--- src/hw/spiMemPkg.sv ---
//------------------------------------------------------------
// Shared sizes, enums and structs for the SPI slave memory
// Byte and address widths are fixed by the command format
//------------------------------------------------------------

package spiMemPkg;

  // Command byte is {address[6:0], readFlag}
  localparam int wordWidth = 8;
  localparam int addrWidth = 7;

  // Taken from bit 0 of the command byte
  typedef enum logic {
    opWrite = 1'b0,
    opRead  = 1'b1
  } spiOpcode;

  typedef enum logic [2:0] {
    stIdle      = 3'd0,
    stCommand   = 3'd1,
    stDecode    = 3'd2,
    stWriteData = 3'd3,
    stReadData  = 3'd4,
    stDone      = 3'd5
  } fsmState;

  // Conditioned pin activity, built at the top level
  typedef struct packed {
    logic sclkRise;   // One-cycle pulse
    logic sclkFall;   // One-cycle pulse
    logic csActive;   // High while selected
    logic csEnd;      // Pulse on CS deassert
    logic mosiBit;
  } pinEvents;

  // FSM to memory
  typedef struct packed {
    logic [addrWidth-1:0] address;
    logic [wordWidth-1:0] writeData;
    logic                 writeEnable;
  } memRequest;

endpackage

--- src/hw/inputConditioner.sv ---
//------------------------------------------------------------
// Synchronizer, debounce filter and edge detect for one pin
// Edge pulses trail a clean input edge by 2 + waitTime + 1 cycles
// Glitches shorter than waitTime cycles are dropped
//------------------------------------------------------------
`timescale 1ns/1ps

module inputConditioner #(
  parameter int waitTime = 3
) (
  input  logic trigger,
  input  logic rst,
  input  logic noisy,
  output logic conditioned,
  output logic risingEdge,
  output logic fallingEdge
);

  localparam int cntWidth = (waitTime > 1) ? $clog2(waitTime) : 1;

  logic                syncFirst;
  logic                syncSecond;
  logic [cntWidth-1:0] stableCount;

  // Two-flop synchronizer
  always_ff @(posedge trigger) begin
    if (rst) begin
      syncFirst  <= 1'b0;
      syncSecond <= 1'b0;
    end else begin
      syncFirst  <= noisy;
      syncSecond <= syncFirst;
    end
  end

  // Accept a new level only once it has held long enough
  always_ff @(posedge trigger) begin
    if (rst) begin
      stableCount <= '0;
      conditioned <= 1'b0;
      risingEdge  <= 1'b0;
      fallingEdge <= 1'b0;
    end else begin
      risingEdge  <= 1'b0;   // Pulses last one cycle
      fallingEdge <= 1'b0;
      if (syncSecond == conditioned) begin
        stableCount <= '0;   // No pending change
      end else if (stableCount == cntWidth'(waitTime - 1)) begin
        stableCount <= '0;
        conditioned <= syncSecond;
        risingEdge  <= syncSecond;
        fallingEdge <= ~syncSecond;
      end else begin
        stableCount <= stableCount + 1'b1;
      end
    end
  end

endmodule

--- src/hw/shiftRegister.sv ---
//------------------------------------------------------------
// 8-bit shift register, the result stage
// Shifts MOSI in on SCLK rise, MSB first
// MISO bit is re-registered on SCLK fall from bit 7
//------------------------------------------------------------
`timescale 1ns/1ps

module shiftRegister (
  input  logic                                trigger,
  input  logic                                rst,
  input  spiMemPkg::pinEvents                 events,
  input  logic                                parallelLoad,
  input  logic [spiMemPkg::wordWidth-1:0]     parallelIn,
  output logic [spiMemPkg::wordWidth-1:0]     parallelOut,
  output logic                                misoBit
);

  //------------------------------------------------------------
  // Shift path
  //------------------------------------------------------------

  // Load wins over a shift in the same cycle
  always_ff @(posedge trigger) begin
    if (parallelLoad) begin
      parallelOut <= parallelIn;
    end else if (events.sclkRise) begin
      parallelOut <= {parallelOut[spiMemPkg::wordWidth-2:0], events.mosiBit};
    end
  end

  //------------------------------------------------------------
  // MISO stage
  //------------------------------------------------------------

  // Mode 0 slave changes its output after the falling edge
  always_ff @(posedge trigger) begin
    if (rst) begin
      misoBit <= 1'b0;
    end else if (events.sclkFall) begin
      misoBit <= parallelOut[spiMemPkg::wordWidth-1];
    end
  end

endmodule

--- src/hw/spiTransactionFsm.sv ---
//------------------------------------------------------------
// Transaction FSM, the decode stage
// One command byte then one data byte per CS window
// CS deassert returns to idle from any state
//------------------------------------------------------------
`timescale 1ns/1ps

module spiTransactionFsm (
  input  logic                            trigger,
  input  logic                            rst,
  input  spiMemPkg::pinEvents             events,
  input  logic [spiMemPkg::wordWidth-1:0] shiftData,
  output spiMemPkg::memRequest            request,
  output logic                            parallelLoad,
  output logic                            misoEnable
);

  spiMemPkg::fsmState              state;
  spiMemPkg::spiOpcode             opcode;
  spiMemPkg::spiOpcode             cmdOpcode;
  logic [2:0]                      bitCount;
  logic                            lastBit;
  logic                            writePending;
  logic [spiMemPkg::addrWidth-1:0] addressReg;

  // Fields of the command byte sitting in the shift register
  assign cmdOpcode = spiMemPkg::spiOpcode'(shiftData[0]);
  assign lastBit   = events.sclkRise && (bitCount == 3'd7);

  //------------------------------------------------------------
  // State and bit counter
  //------------------------------------------------------------

  always_ff @(posedge trigger) begin
    if (rst) begin
      state        <= spiMemPkg::stIdle;
      opcode       <= spiMemPkg::opWrite;
      bitCount     <= 3'd0;
      writePending <= 1'b0;
    end else begin
      writePending <= 1'b0;
      if (events.csEnd) begin
        // Abort or normal end
        state    <= spiMemPkg::stIdle;
        bitCount <= 3'd0;
      end else begin
        if (events.sclkRise) begin
          bitCount <= bitCount + 3'd1;   // Wraps after 8 bits
        end
        case (state)
          spiMemPkg::stIdle: begin
            bitCount <= 3'd0;
            if (events.csActive) begin
              state <= spiMemPkg::stCommand;
            end
          end
          spiMemPkg::stCommand: begin
            if (lastBit) begin
              state <= spiMemPkg::stDecode;
            end
          end
          spiMemPkg::stDecode: begin
            opcode <= cmdOpcode;
            if (cmdOpcode == spiMemPkg::opRead) begin
              state <= spiMemPkg::stReadData;
            end else begin
              state <= spiMemPkg::stWriteData;
            end
          end
          spiMemPkg::stWriteData: begin
            if (lastBit) begin
              writePending <= 1'b1;   // Byte lands in the register this edge
              state        <= spiMemPkg::stDone;
            end
          end
          spiMemPkg::stReadData: begin
            if (lastBit) begin
              state <= spiMemPkg::stDone;
            end
          end
          default: begin
            state <= state;   // stDone waits for CS to end
          end
        endcase
      end
    end
  end

  // Address latch
  always_ff @(posedge trigger) begin
    if (state == spiMemPkg::stDecode) begin
      addressReg <= shiftData[spiMemPkg::wordWidth-1:1];
    end
  end

  //------------------------------------------------------------
  // Memory and output control
  //------------------------------------------------------------

  always_comb begin
    // Bypass the latch so the read data is ready during decode
    if (state == spiMemPkg::stDecode) begin
      request.address = shiftData[spiMemPkg::wordWidth-1:1];
    end else begin
      request.address = addressReg;
    end
    request.writeData   = shiftData;
    request.writeEnable = writePending;
  end

  assign parallelLoad = (state == spiMemPkg::stDecode) && (cmdOpcode == spiMemPkg::opRead);

  // Keep driving the last read bit until CS goes away
  assign misoEnable = (state == spiMemPkg::stReadData) ||
                      ((state == spiMemPkg::stDone) && (opcode == spiMemPkg::opRead));

endmodule

--- src/hw/dataMemory.sv ---
//------------------------------------------------------------
// 128 x 8 register array, the execute stage
// Contents are undefined until written
//------------------------------------------------------------
`timescale 1ns/1ps

module dataMemory (
  input  logic                            trigger,
  input  spiMemPkg::memRequest            request,
  output logic [spiMemPkg::wordWidth-1:0] readData
);

  localparam int depth = 2 ** spiMemPkg::addrWidth;

  logic [spiMemPkg::wordWidth-1:0] memArray [depth];

  //------------------------------------------------------------
  // Write port
  //------------------------------------------------------------

  always_ff @(posedge trigger) begin
    if (request.writeEnable) begin
      memArray[request.address] <= request.writeData;
    end
  end

  //------------------------------------------------------------
  // Read port
  //------------------------------------------------------------

  // Asynchronous read so a load can happen in the decode cycle
  assign readData = memArray[request.address];

endmodule

--- src/hw/spiMemory.sv ---
//------------------------------------------------------------
// SPI mode 0 slave memory, 128 bytes
// Each SCLK phase must last more than waitTime + 4 cycles
// MISO is a data bit plus enable with no pad here
//------------------------------------------------------------
`timescale 1ns/1ps

module spiMemory #(
  parameter int waitTime = 3
) (
  input  logic trigger,
  input  logic rst,
  input  logic sclk,
  input  logic csN,
  input  logic mosi,
  output logic misoBit,
  output logic misoEnable
);

  logic sclkRise;
  logic sclkFall;
  logic csSelected;
  logic csRelease;
  logic mosiLevel;

  spiMemPkg::pinEvents             events;
  spiMemPkg::memRequest            request;
  logic [spiMemPkg::wordWidth-1:0] shiftData;
  logic [spiMemPkg::wordWidth-1:0] readData;
  logic                            parallelLoad;

  //------------------------------------------------------------
  // Pin conditioning
  //------------------------------------------------------------

  inputConditioner #(.waitTime(waitTime)) sclkCond (
    .trigger     (trigger),
    .rst         (rst),
    .noisy       (sclk),
    .conditioned (),
    .risingEdge  (sclkRise),
    .fallingEdge (sclkFall)
  );

  inputConditioner #(.waitTime(waitTime)) mosiCond (
    .trigger     (trigger),
    .rst         (rst),
    .noisy       (mosi),
    .conditioned (mosiLevel),
    .risingEdge  (),
    .fallingEdge ()
  );

  // Active-high select so the reset state is deselected
  inputConditioner #(.waitTime(waitTime)) csCond (
    .trigger     (trigger),
    .rst         (rst),
    .noisy       (~csN),
    .conditioned (csSelected),
    .risingEdge  (),
    .fallingEdge (csRelease)   // Deassert of an active-low select
  );

  assign events.sclkRise = sclkRise;
  assign events.sclkFall = sclkFall;
  assign events.csActive = csSelected;
  assign events.csEnd    = csRelease;
  assign events.mosiBit  = mosiLevel;

  //------------------------------------------------------------
  // Datapath and control
  //------------------------------------------------------------

  shiftRegister shifter (
    .trigger      (trigger),
    .rst          (rst),
    .events       (events),
    .parallelLoad (parallelLoad),
    .parallelIn   (readData),
    .parallelOut  (shiftData),
    .misoBit      (misoBit)
  );

  spiTransactionFsm fsm (
    .trigger      (trigger),
    .rst          (rst),
    .events       (events),
    .shiftData    (shiftData),
    .request      (request),
    .parallelLoad (parallelLoad),
    .misoEnable   (misoEnable)
  );

  dataMemory memory (
    .trigger  (trigger),
    .request  (request),
    .readData (readData)
  );

endmodule

--- config.mk ---
export PLATFORM = sky130hd
export DESIGN_NAME = spiMemory
export DESIGN_NICKNAME = d
export VERILOG_FILES = /design/src/hw/spiMemPkg.sv /design/src/hw/inputConditioner.sv /design/src/hw/shiftRegister.sv /design/src/hw/spiTransactionFsm.sv /design/src/hw/dataMemory.sv /design/src/hw/spiMemory.sv
export SDC_FILE = /design/constraint.sdc
export NUM_CORES = 1
export LEC_CHECK = 0
export BUFFER_PORTS_ARGS = -buffer_cell sky130_fd_sc_hd__buf_2
export CORE_ASPECT_RATIO = 1.25
export CORE_MARGIN = 4
export CORE_UTILIZATION = 57
export CTS_CLUSTER_SIZE = 10
export DETAILED_ROUTE_END_ITERATION = 12
export MAX_ROUTING_LAYER = met4
export PLACE_DENSITY = 0.75
export SETUP_SLACK_MARGIN = 0.5
export SLEW_MARGIN = 10
export SYNTH_ARGS = -nofsm -noshare
export SYNTH_HDL_FRONTEND = slang
export SYNTH_SLANG_ARGS = --single-unit
--- constraint.sdc ---
create_clock -name trigger -period 4.3 [get_ports trigger]
set_input_delay 0.43 -clock trigger [delete_from_list [all_inputs] [get_ports trigger]]
set_output_delay 0.43 -clock trigger [all_outputs]
set_load 0.05 [all_outputs]
==> results by group, run 1 <==
Layout
  • Synth-to-layout area growth: 13.62%
  • Cell area after layout: 44,780 um^2
  • Most common cell after layout, fill and taps aside: edfxtp_1
  • Nets: 2,347
  • Most frequent cells in the layout: 1,032 x edfxtp_1, 259 x a22oi_1, 118 x clkbuf_16, 116 x a221oi_1, 116 x buf_4
  • Layout cell share with drive strength beyond 1: 0.1548

GRT
  • First-pass GRT wire length: 152.2 mm
  • Total Routing Usage GR: 0.2878
  • Initial antenna violation count: 1
  • GRT overflow: 0
  • Largest net degree at the start of global routing: 113
  • Vias in the first global route: 22,960

Drt
  • Total Routed Length: 103.3 mm
  • Avg WL per Cell: 31.65 um
  • Drt pass-1 iters: 7
  • Routed wl met3: 11.80 mm
  • DR iter-0 viols: 3,300
  • # DRC: 0
  • Routed Antenna Nets: 0
  • M1 wire length: 35.58 mm
  • DR WL met2: 50.99 mm
  • Top layer in use: met4
  • Via Count: 23,080
  • Via density: 7.071

STA
  • Slew margin rel.: 0.1739
  • Setup Viol. Count Final: 0
  • Fin crit period: 3.761 ns
  • RSZ-0062 raised after global routing: no
  • Min Hold Slack: 0.05021 ns
  • Slew of the pin with the lowest slew margin: 1.239 ns
  • Max Slew Vio Count: 0
  • Max Freq: 265.9 MHz
  • Setup Skew: 0.02345 ns
  • Hold Fails Final Rpt: 0
  • Setup TNS: 0 ns
  • Tcrit/Tclk final: 0.8747

Synthesis
  • Unique masters post-synth: 57
  • Post-synthesis sequential area ratio: 0.8037
  • Synthesized area: 39,410 um^2
  • Syn. warnings: 0
  • Mapped Avg Cell Area: 17.68 um^2
  • Top_reg_cell synth: edfxtp_1
  • Yosys reg bits: 1,066
  • Post-Syn Instances: 2,229
  • Asr flop ratio synth: 0
  • Number of enable-type register cells in the synthesized netlist: 1,032
  • Post-Syn Nets: 2,239

Clocking
  • Root Buffer: clkbuf_16
  • H-tree Lvls: 3
  • CTS buffer count: 116
  • CTS clk-pin slew, worst paths: 0.06 ns
  • Clock tree buffer depth: 3
  • CTS tree: done
  • CTS sink count: 1,066
  • Clock latency on the worst-skew pair: 0.68 ns

Floorplan
  • Core Area: 68,280 um^2
  • Full die area: 73,430 um^2
  • Io pins: 7
  • Initial Utilization: 0.5772
  • Die Wd: 243.2 um
  • Die height: 302.0 um
  • Row count: 107

Power
  • Leakage power: 13.63 nW
  • Worst vdd ir: 316.4 uV
  • P per Cell Area: 531.6 nW/um^2

Place
  • Detail Placement HPWL: 60.43 mm
  • Final GP Congestion: 0.9112
  • Port buffer count: 6
  • Placed inst area: 41,420 um^2

Setup path
  • Startpoint types: register
  • R2R Path Start: fsm.state[1]$_SDFFE_PP0P_
  • Crit. End Element: register
  • Required @ worst endpoint: 4.73 ns
  • Worst R2R End: shifter.parallelOut[0]$_DFFE_PP_
  • Critical path arrival: 4.19 ns
  • Critical-path maximum fanout: 45
  • R2r worst-path depth: 11
  • CP Class: register to register
  • Reg2reg setup slack: 0.54 ns

Hold path
  • Hold Path Origin: sclk
  • Hold Path End: sclkCond.syncFirst$_SDFF_PP0_
  • WHS Path Cells: 2
  • Worst hold path type: input port to register

Outcome
  • Outcome: completed

Flow run
  • MaxCap Viol Count: 0
final cells by class:
class | count | area [um^2]
sequential | 1066 | 31670
fill | 4299 | 23500
multi-input combinational | 993 | 7442
clock buffer | 165 | 3129
timing repair buffer | 143 | 1292
tap | 872 | 1091
clock inverter | 6 | 81.33
inverter | 17 | 63.81
antenna | 2 | 5.005
flip-flops by register name (all words and copies together) (netlist names):
signal	flops
fsm.bitCount	3
mosiCond.syncSecond	1
csCond.syncSecond	1
csCond.syncFirst	1
sclkCond.stableCount	2
sclkCond.conditioned	1
mosiCond.stableCount	2
shifter.misoBit	1
shifter.parallelOut	8
mosiCond.conditioned	1
fsm.writePending	1
sclkCond.syncSecond	1
csCond.stableCount	2
fsm.addressReg	7
sclkCond.fallingEdge	1
sclkCond.risingEdge	1
fsm.opcode	1
sclkCond.syncFirst	1
csCond.conditioned	1
csCond.fallingEdge	1
memory.memArray	1024
mosiCond.syncFirst	1
fsm.state	3
logic make-up after synthesis:
| group | after synthesis | share of synthesized area |
|---|---|---|
| flip-flops | 1066 | 0.8037 |
| AO/OA/AOI/OAI | 658 | 0.1299 |
| AND/OR/NAND/NOR | 298 | 0.03531 |
| buffers and inverters | 170 | 0.02038 |
| multiplexers | 28 | 0.008255 |
| adder cells (fa/ha/maj) | 5 | 0.001588 |
| XOR/XNOR | 4 | 0.0008889 |
per-stage QoR:
stage,worst slack (ns),utilization,total power [mW],cells
floorplan,0.02128,-,13.71,2229
global placement,0.09106,0.6067,15.16,3088
detailed placement,-0.03041,0.6067,15.20,3088
CTS,0.5627,0.6552,23.74,3261
global route,0.4594,0.6557,24.44,3262
finish,0.5389,0.6558,23.80,3264
timing repair:
item / 4_1_cts / 5_1_grt
gates resized for setup: 23 / 4
endpoints found under the setup margin: 372 / 4
setup buffers: 0 / 1
hold buffers: 2 / 0
endpoints found under the hold margin: 2 / 0
cells in the mapped netlist (14+ instances only):
master | count | area, um^2
buf_2 | 66 | 330.3
nand4_1 | 16 | 100.1
a21oi_1 | 18 | 90.09
buf_1 | 14 | 52.55
inv_1 | 15 | 56.30
a221oi_1 | 116 | 1016
dfxtp_1 | 34 | 680.7
edfxtp_1 | 1032 | 30990
a22o_1 | 104 | 910.9
nand3_1 | 22 | 110.1
mux2i_1 | 22 | 220.2
nand2_1 | 38 | 142.6
nor2_1 | 152 | 570.6
nor2b_1 | 15 | 93.84
clkbuf_1 | 59 | 221.5
a31oi_1 | 87 | 544.3
a22oi_1 | 261 | 1959
routing by layer:
metal | vias up | GRT usage
li1 | 9496 | -
met1 | 11510 | 0.3671
met2 | 1764 | 0.4645
met3 | 307 | 0.04637
met4 | 0 | 0.1276
met5 | - | -
critical path, stage by stage (launching register included):
cell and delay [ns]:
dfxtp_2 0.43, or3b_4 0.54, buf_4 0.23, mux2i_4 0.22, buf_12 0.20, a22o_1 0.29
a221oi_1 0.35, a31oi_1 0.31, o41ai_2 0.40, buf_4 0.20, nand2_1 0.06, o31a_1 0.27
worst max-delay path by stage:
stage	from	endpoint	slack, ns
3_3_place_gp	fsm.state[1]$_SDFFE_PP0P_	shifter.parallelOut[6]$_DFFE_PP_	0.09
6_report	fsm.state[1]$_SDFFE_PP0P_	shifter.parallelOut[0]$_DFFE_PP_	0.54
4_1_cts	fsm.state[1]$_SDFFE_PP0P_	shifter.parallelOut[1]$_DFFE_PP_	0.56
2_1_floorplan	shifter.parallelOut[2]$_DFFE_PP_	memory.memArray[114][0]$_DFFE_PP_	0.02
3_5_place_dp	fsm.state[1]$_SDFFE_PP0P_	memory.memArray[84][4]$_DFFE_PP_	-0.03
5_1_grt	fsm.state[1]$_SDFFE_PP0P_	shifter.parallelOut[0]$_DFFE_PP_	0.46
power by group:
group | switching, mW | internal, mW
logic | 2.52 | 1.34
clock network | 3.65 | 5.01
registers | 0.0415 | 11.2
No activity file was read; power rests on OpenSTA's default activity.
==> inputs of run 2 (changes only) <==
CAP_MARGIN = 5   (was unset)
PLACE_DENSITY = 0.74   (was 0.75)
clock period = 3.3 ns   (was 4.3 ns; I/O delays follow)
==> results by group, run 2 (synthesized netlist as in run 1, its figures left out) <==
GRT
  • First-pass GRT wire length: 167.1 mm (+9.8%)
  • Largest net degree at the start of global routing: 102 (-9.7%)
  • Vias in the first global route: 24,590 (+7.1%)
  • Total Routing Usage GR: 0.3188 (+0.03107)
  • Initial antenna violation count: 2 (+1)
  • GRT overflow: 0 (unchanged)

Power
  • Leakage power: 15.44 nW (+13%)
  • Pwr Total: 33.61 mW (+41%)
  • Switching Share: 0.2762 (+0.01534)
  • Sequential Power Share: 0.437 (-0.037)
  • Worst vdd ir: 490.8 uV (+55%)
  • Internal power: 24.33 mW (+38%)
  • Clock share of power: 0.343 (-0.021)
  • P per Cell Area: 689.7 nW/um^2 (+30%)
  • Comb power frac: 0.220 (+0.058)
  • Net switching power: 9.283 mW (+49%)

STA
  • Setup Viol. Count Final: 8 (+8)
  • Slew margin rel.: 0.1537 (-0.02017)
  • Max Slew Vio Count: 0 (unchanged)
  • Slew of the pin with the lowest slew margin: 1.269 ns (+0.03026 ns)
  • Hold Fails Final Rpt: 0 (unchanged)
  • Min Hold Slack: 0.4209 ns (+0.3706 ns)
  • RSZ-0062 raised after global routing: yes
  • Fin crit period: 3.454 ns (-0.3071 ns)
  • Setup TNS: -0.6987 ns (-0.6987 ns)
  • Setup Skew: 0.04938 ns (+0.02593 ns)
  • Final Worst Setup Slack: -0.1541 ns (-0.6929 ns)
  • Max Freq: 289.5 MHz (+8.9%)
  • Tcrit/Tclk final: 1.047 (+0.1720)

Setup path
  • Worst R2R End: shifter.parallelOut[0]$_DFFE_PP_
  • CP max stage cell: a222oi_1
  • Critical-path maximum fanout: 7 (-84%)
  • CP startpoint: fsm.state[0]$_SDFFE_PP0P_
  • Critical path buffer and inverter count: 3 (unchanged)
  • Critical path arrival: 3.92 ns (-0.27 ns)
  • CP most frequent cell: buf_12
  • CP Class: register to register
  • Crit. End Element: register
  • Reg2reg setup slack: -0.15 ns (-0.69 ns)
  • R2r worst-path depth: 11 (unchanged)
  • Startpoint types: register
  • Critical path's top delay family: compound AO/OA/AOI/OAI gates
  • Crit path capture: shifter.parallelOut[0]$_DFFE_PP_
  • Required @ worst endpoint: 3.77 ns (-0.96 ns)
  • R2R Path Start: fsm.state[0]$_SDFFE_PP0P_
  • Worst-path cell chain: or3b_4 > buf_12 > mux2_4 > buf_12 > buf_12 > a222oi_1 > o2111ai_1 > o21ai_1 > o22ai_2 > or3_1 > o31a_1
  • WP depth: 11 (unchanged)
  • Critical path's largest stage delay: 0.56 ns (+0.02 ns)

Layout
  • Post-layout util: 0.7137 (+0.05785)
  • Most frequent cells in the layout: 1,032 x edfxtp_1, 260 x buf_4, 246 x a22oi_1, 118 x clkbuf_16, 103 x a22o_1
  • Max reg flops: 1,024 (unchanged)
  • Synth-to-layout area growth: 23.65%
  • Fillers: 3,714 (-14%)
  • Nets: 2,598 (+11%)
  • Cell area after layout: 48,730 um^2 (+8.8%)
  • Layout cell share with drive strength beyond 1: 0.2918 (+0.1370)
  • Top flop regs: memory.memArray (1024), shifter.parallelOut (8), fsm.addressReg (7)
  • Largest register by flop count: memory.memArray
  • Most common cell after layout, fill and taps aside: edfxtp_1

Drt
  • Routed Antenna Nets: 0 (unchanged)
  • Drt pass-1 iters: 6 (-1)
  • Avg WL per Cell: 33.50 um (+5.9%)
  • DR iter-0 viols: 4,119 (+25%)
  • Via Count: 25,200 (+9.2%)
  • # DRC: 0 (unchanged)
  • Total Routed Length: 117.1 mm (+13%)
  • Via density: 7.207 (+1.9%)

Floorplan
  • Die Wd: 243.2 um (unchanged)
  • Core Area: 68,280 um^2 (unchanged)
  • Io pins: 7 (unchanged)
  • Die height: 302.0 um (unchanged)
  • Full die area: 73,430 um^2 (unchanged)
  • Initial Utilization: 0.5772 (unchanged)
  • Row count: 107 (unchanged)

Place
  • Placed inst area: 43,000 um^2 (+3.8%)
  • Port buffer count: 6 (unchanged)
  • Detail Placement HPWL: 66.95 mm (+11%)
  • Final GP Congestion: 0.9352 (+2.6%)

Hold path
  • Worst hold path type: register to register

Clocking
  • Clock latency on the worst-skew pair: 0.71 ns (+0.03 ns)
  • CTS buffer count: 117 (+0.86%)
  • CTS tree: done
  • Root Buffer: clkbuf_16
  • CTS sink count: 1,066 (unchanged)
  • CTS clk-pin slew, worst paths: 0.06 ns (about the same)
  • Clock tree buffer depth: 3 (unchanged)
  • H-tree Lvls: 3 (unchanged)

Outcome
  • Failing checks: setup timing
  • Outcome: finished, violations left

Flow run
  • MaxCap Viol Count: 0 (unchanged)
-- run 2: cell count changes in the layout (fill, tap and decap cells not counted), moves of 26 or more --
cell	delta
buf_4	+144
nor2_4	+41
a221oi_1	-48
buf_6	+51
a31oi_1	-26
buf_12	+30
a221oi_2	+39
-- run 2: worst min path at each step --
stage | from | end | slack [ns] | depth (start not counted)
after floorplan | csCond.stableCount[0]$_SDFF_PP0_ | csCond.stableCount[0]$_SDFF_PP0_ | 0.39 | 1
after global placement | csCond.stableCount[0]$_SDFF_PP0_ | csCond.stableCount[0]$_SDFF_PP0_ | 0.40 | 1
after detailed placement | mosiCond.stableCount[0]$_SDFF_PP0_ | mosiCond.stableCount[0]$_SDFF_PP0_ | 0.41 | 1
after CTS | mosiCond.stableCount[0]$_SDFF_PP0_ | mosiCond.stableCount[0]$_SDFF_PP0_ | 0.42 | 1
after global routing | mosiCond.stableCount[0]$_SDFF_PP0_ | mosiCond.stableCount[0]$_SDFF_PP0_ | 0.44 | 1
final | mosiCond.stableCount[0]$_SDFF_PP0_ | mosiCond.stableCount[0]$_SDFF_PP0_ | 0.42 | 1
-- run 2: per-stage QoR --
stage,std cells,setup WS (ns)
final,3496,-0.1541
after global routing,3496,-0.2087
after CTS,3479,-0.02489
after detailed placement,3272,-0.5228
after global placement,3272,-0.4361
after floorplan,2229,-0.9789
-- run 2: power groups by stage --
stage	sequential [mW]	clock, mW	combinational, mW
after floorplan	14.9	0	2.95
after global placement	15.0	0	5.46
after detailed placement	15.0	0	5.54
after CTS	14.7	11.5	6.68
after global routing	14.7	12.2	7.53
final	14.7	11.5	7.39
-- run 2: cell type report --
type	instances	area (um^2)	area share
flip-flops and latches	1066	31670	0.6500
multi-input cells	994	8645	0.1774
repair buffers	392	4039	0.08289
clock buffers	144	3050	0.06260
well taps	872	1091	0.02239
clock inverters	9	161.4	0.003312
inverters	17	63.81	0.001310
diodes	2	5.005	0.0001027
-- run 2: repair_timing --
item	CTS	global route
pin swaps	83	47
resized for setup	200	121
setup endpoints to repair	1028	951
buffers inserted	39	15
cloned	9	0
endpoints found under the hold margin	7	0
hold buffers	6	0
-- run 2: layer usage --
layer  part of all wire  wire length, um  global-route usage  up-vias
li1                   -                -                   -    10000
met1               0.33            38530              0.3996    12520
met2               0.49            56880              0.5122     2189
met3               0.12            14350             0.05949      481
met4              0.063             7361              0.1491        0
met5                  0                0                   -        -
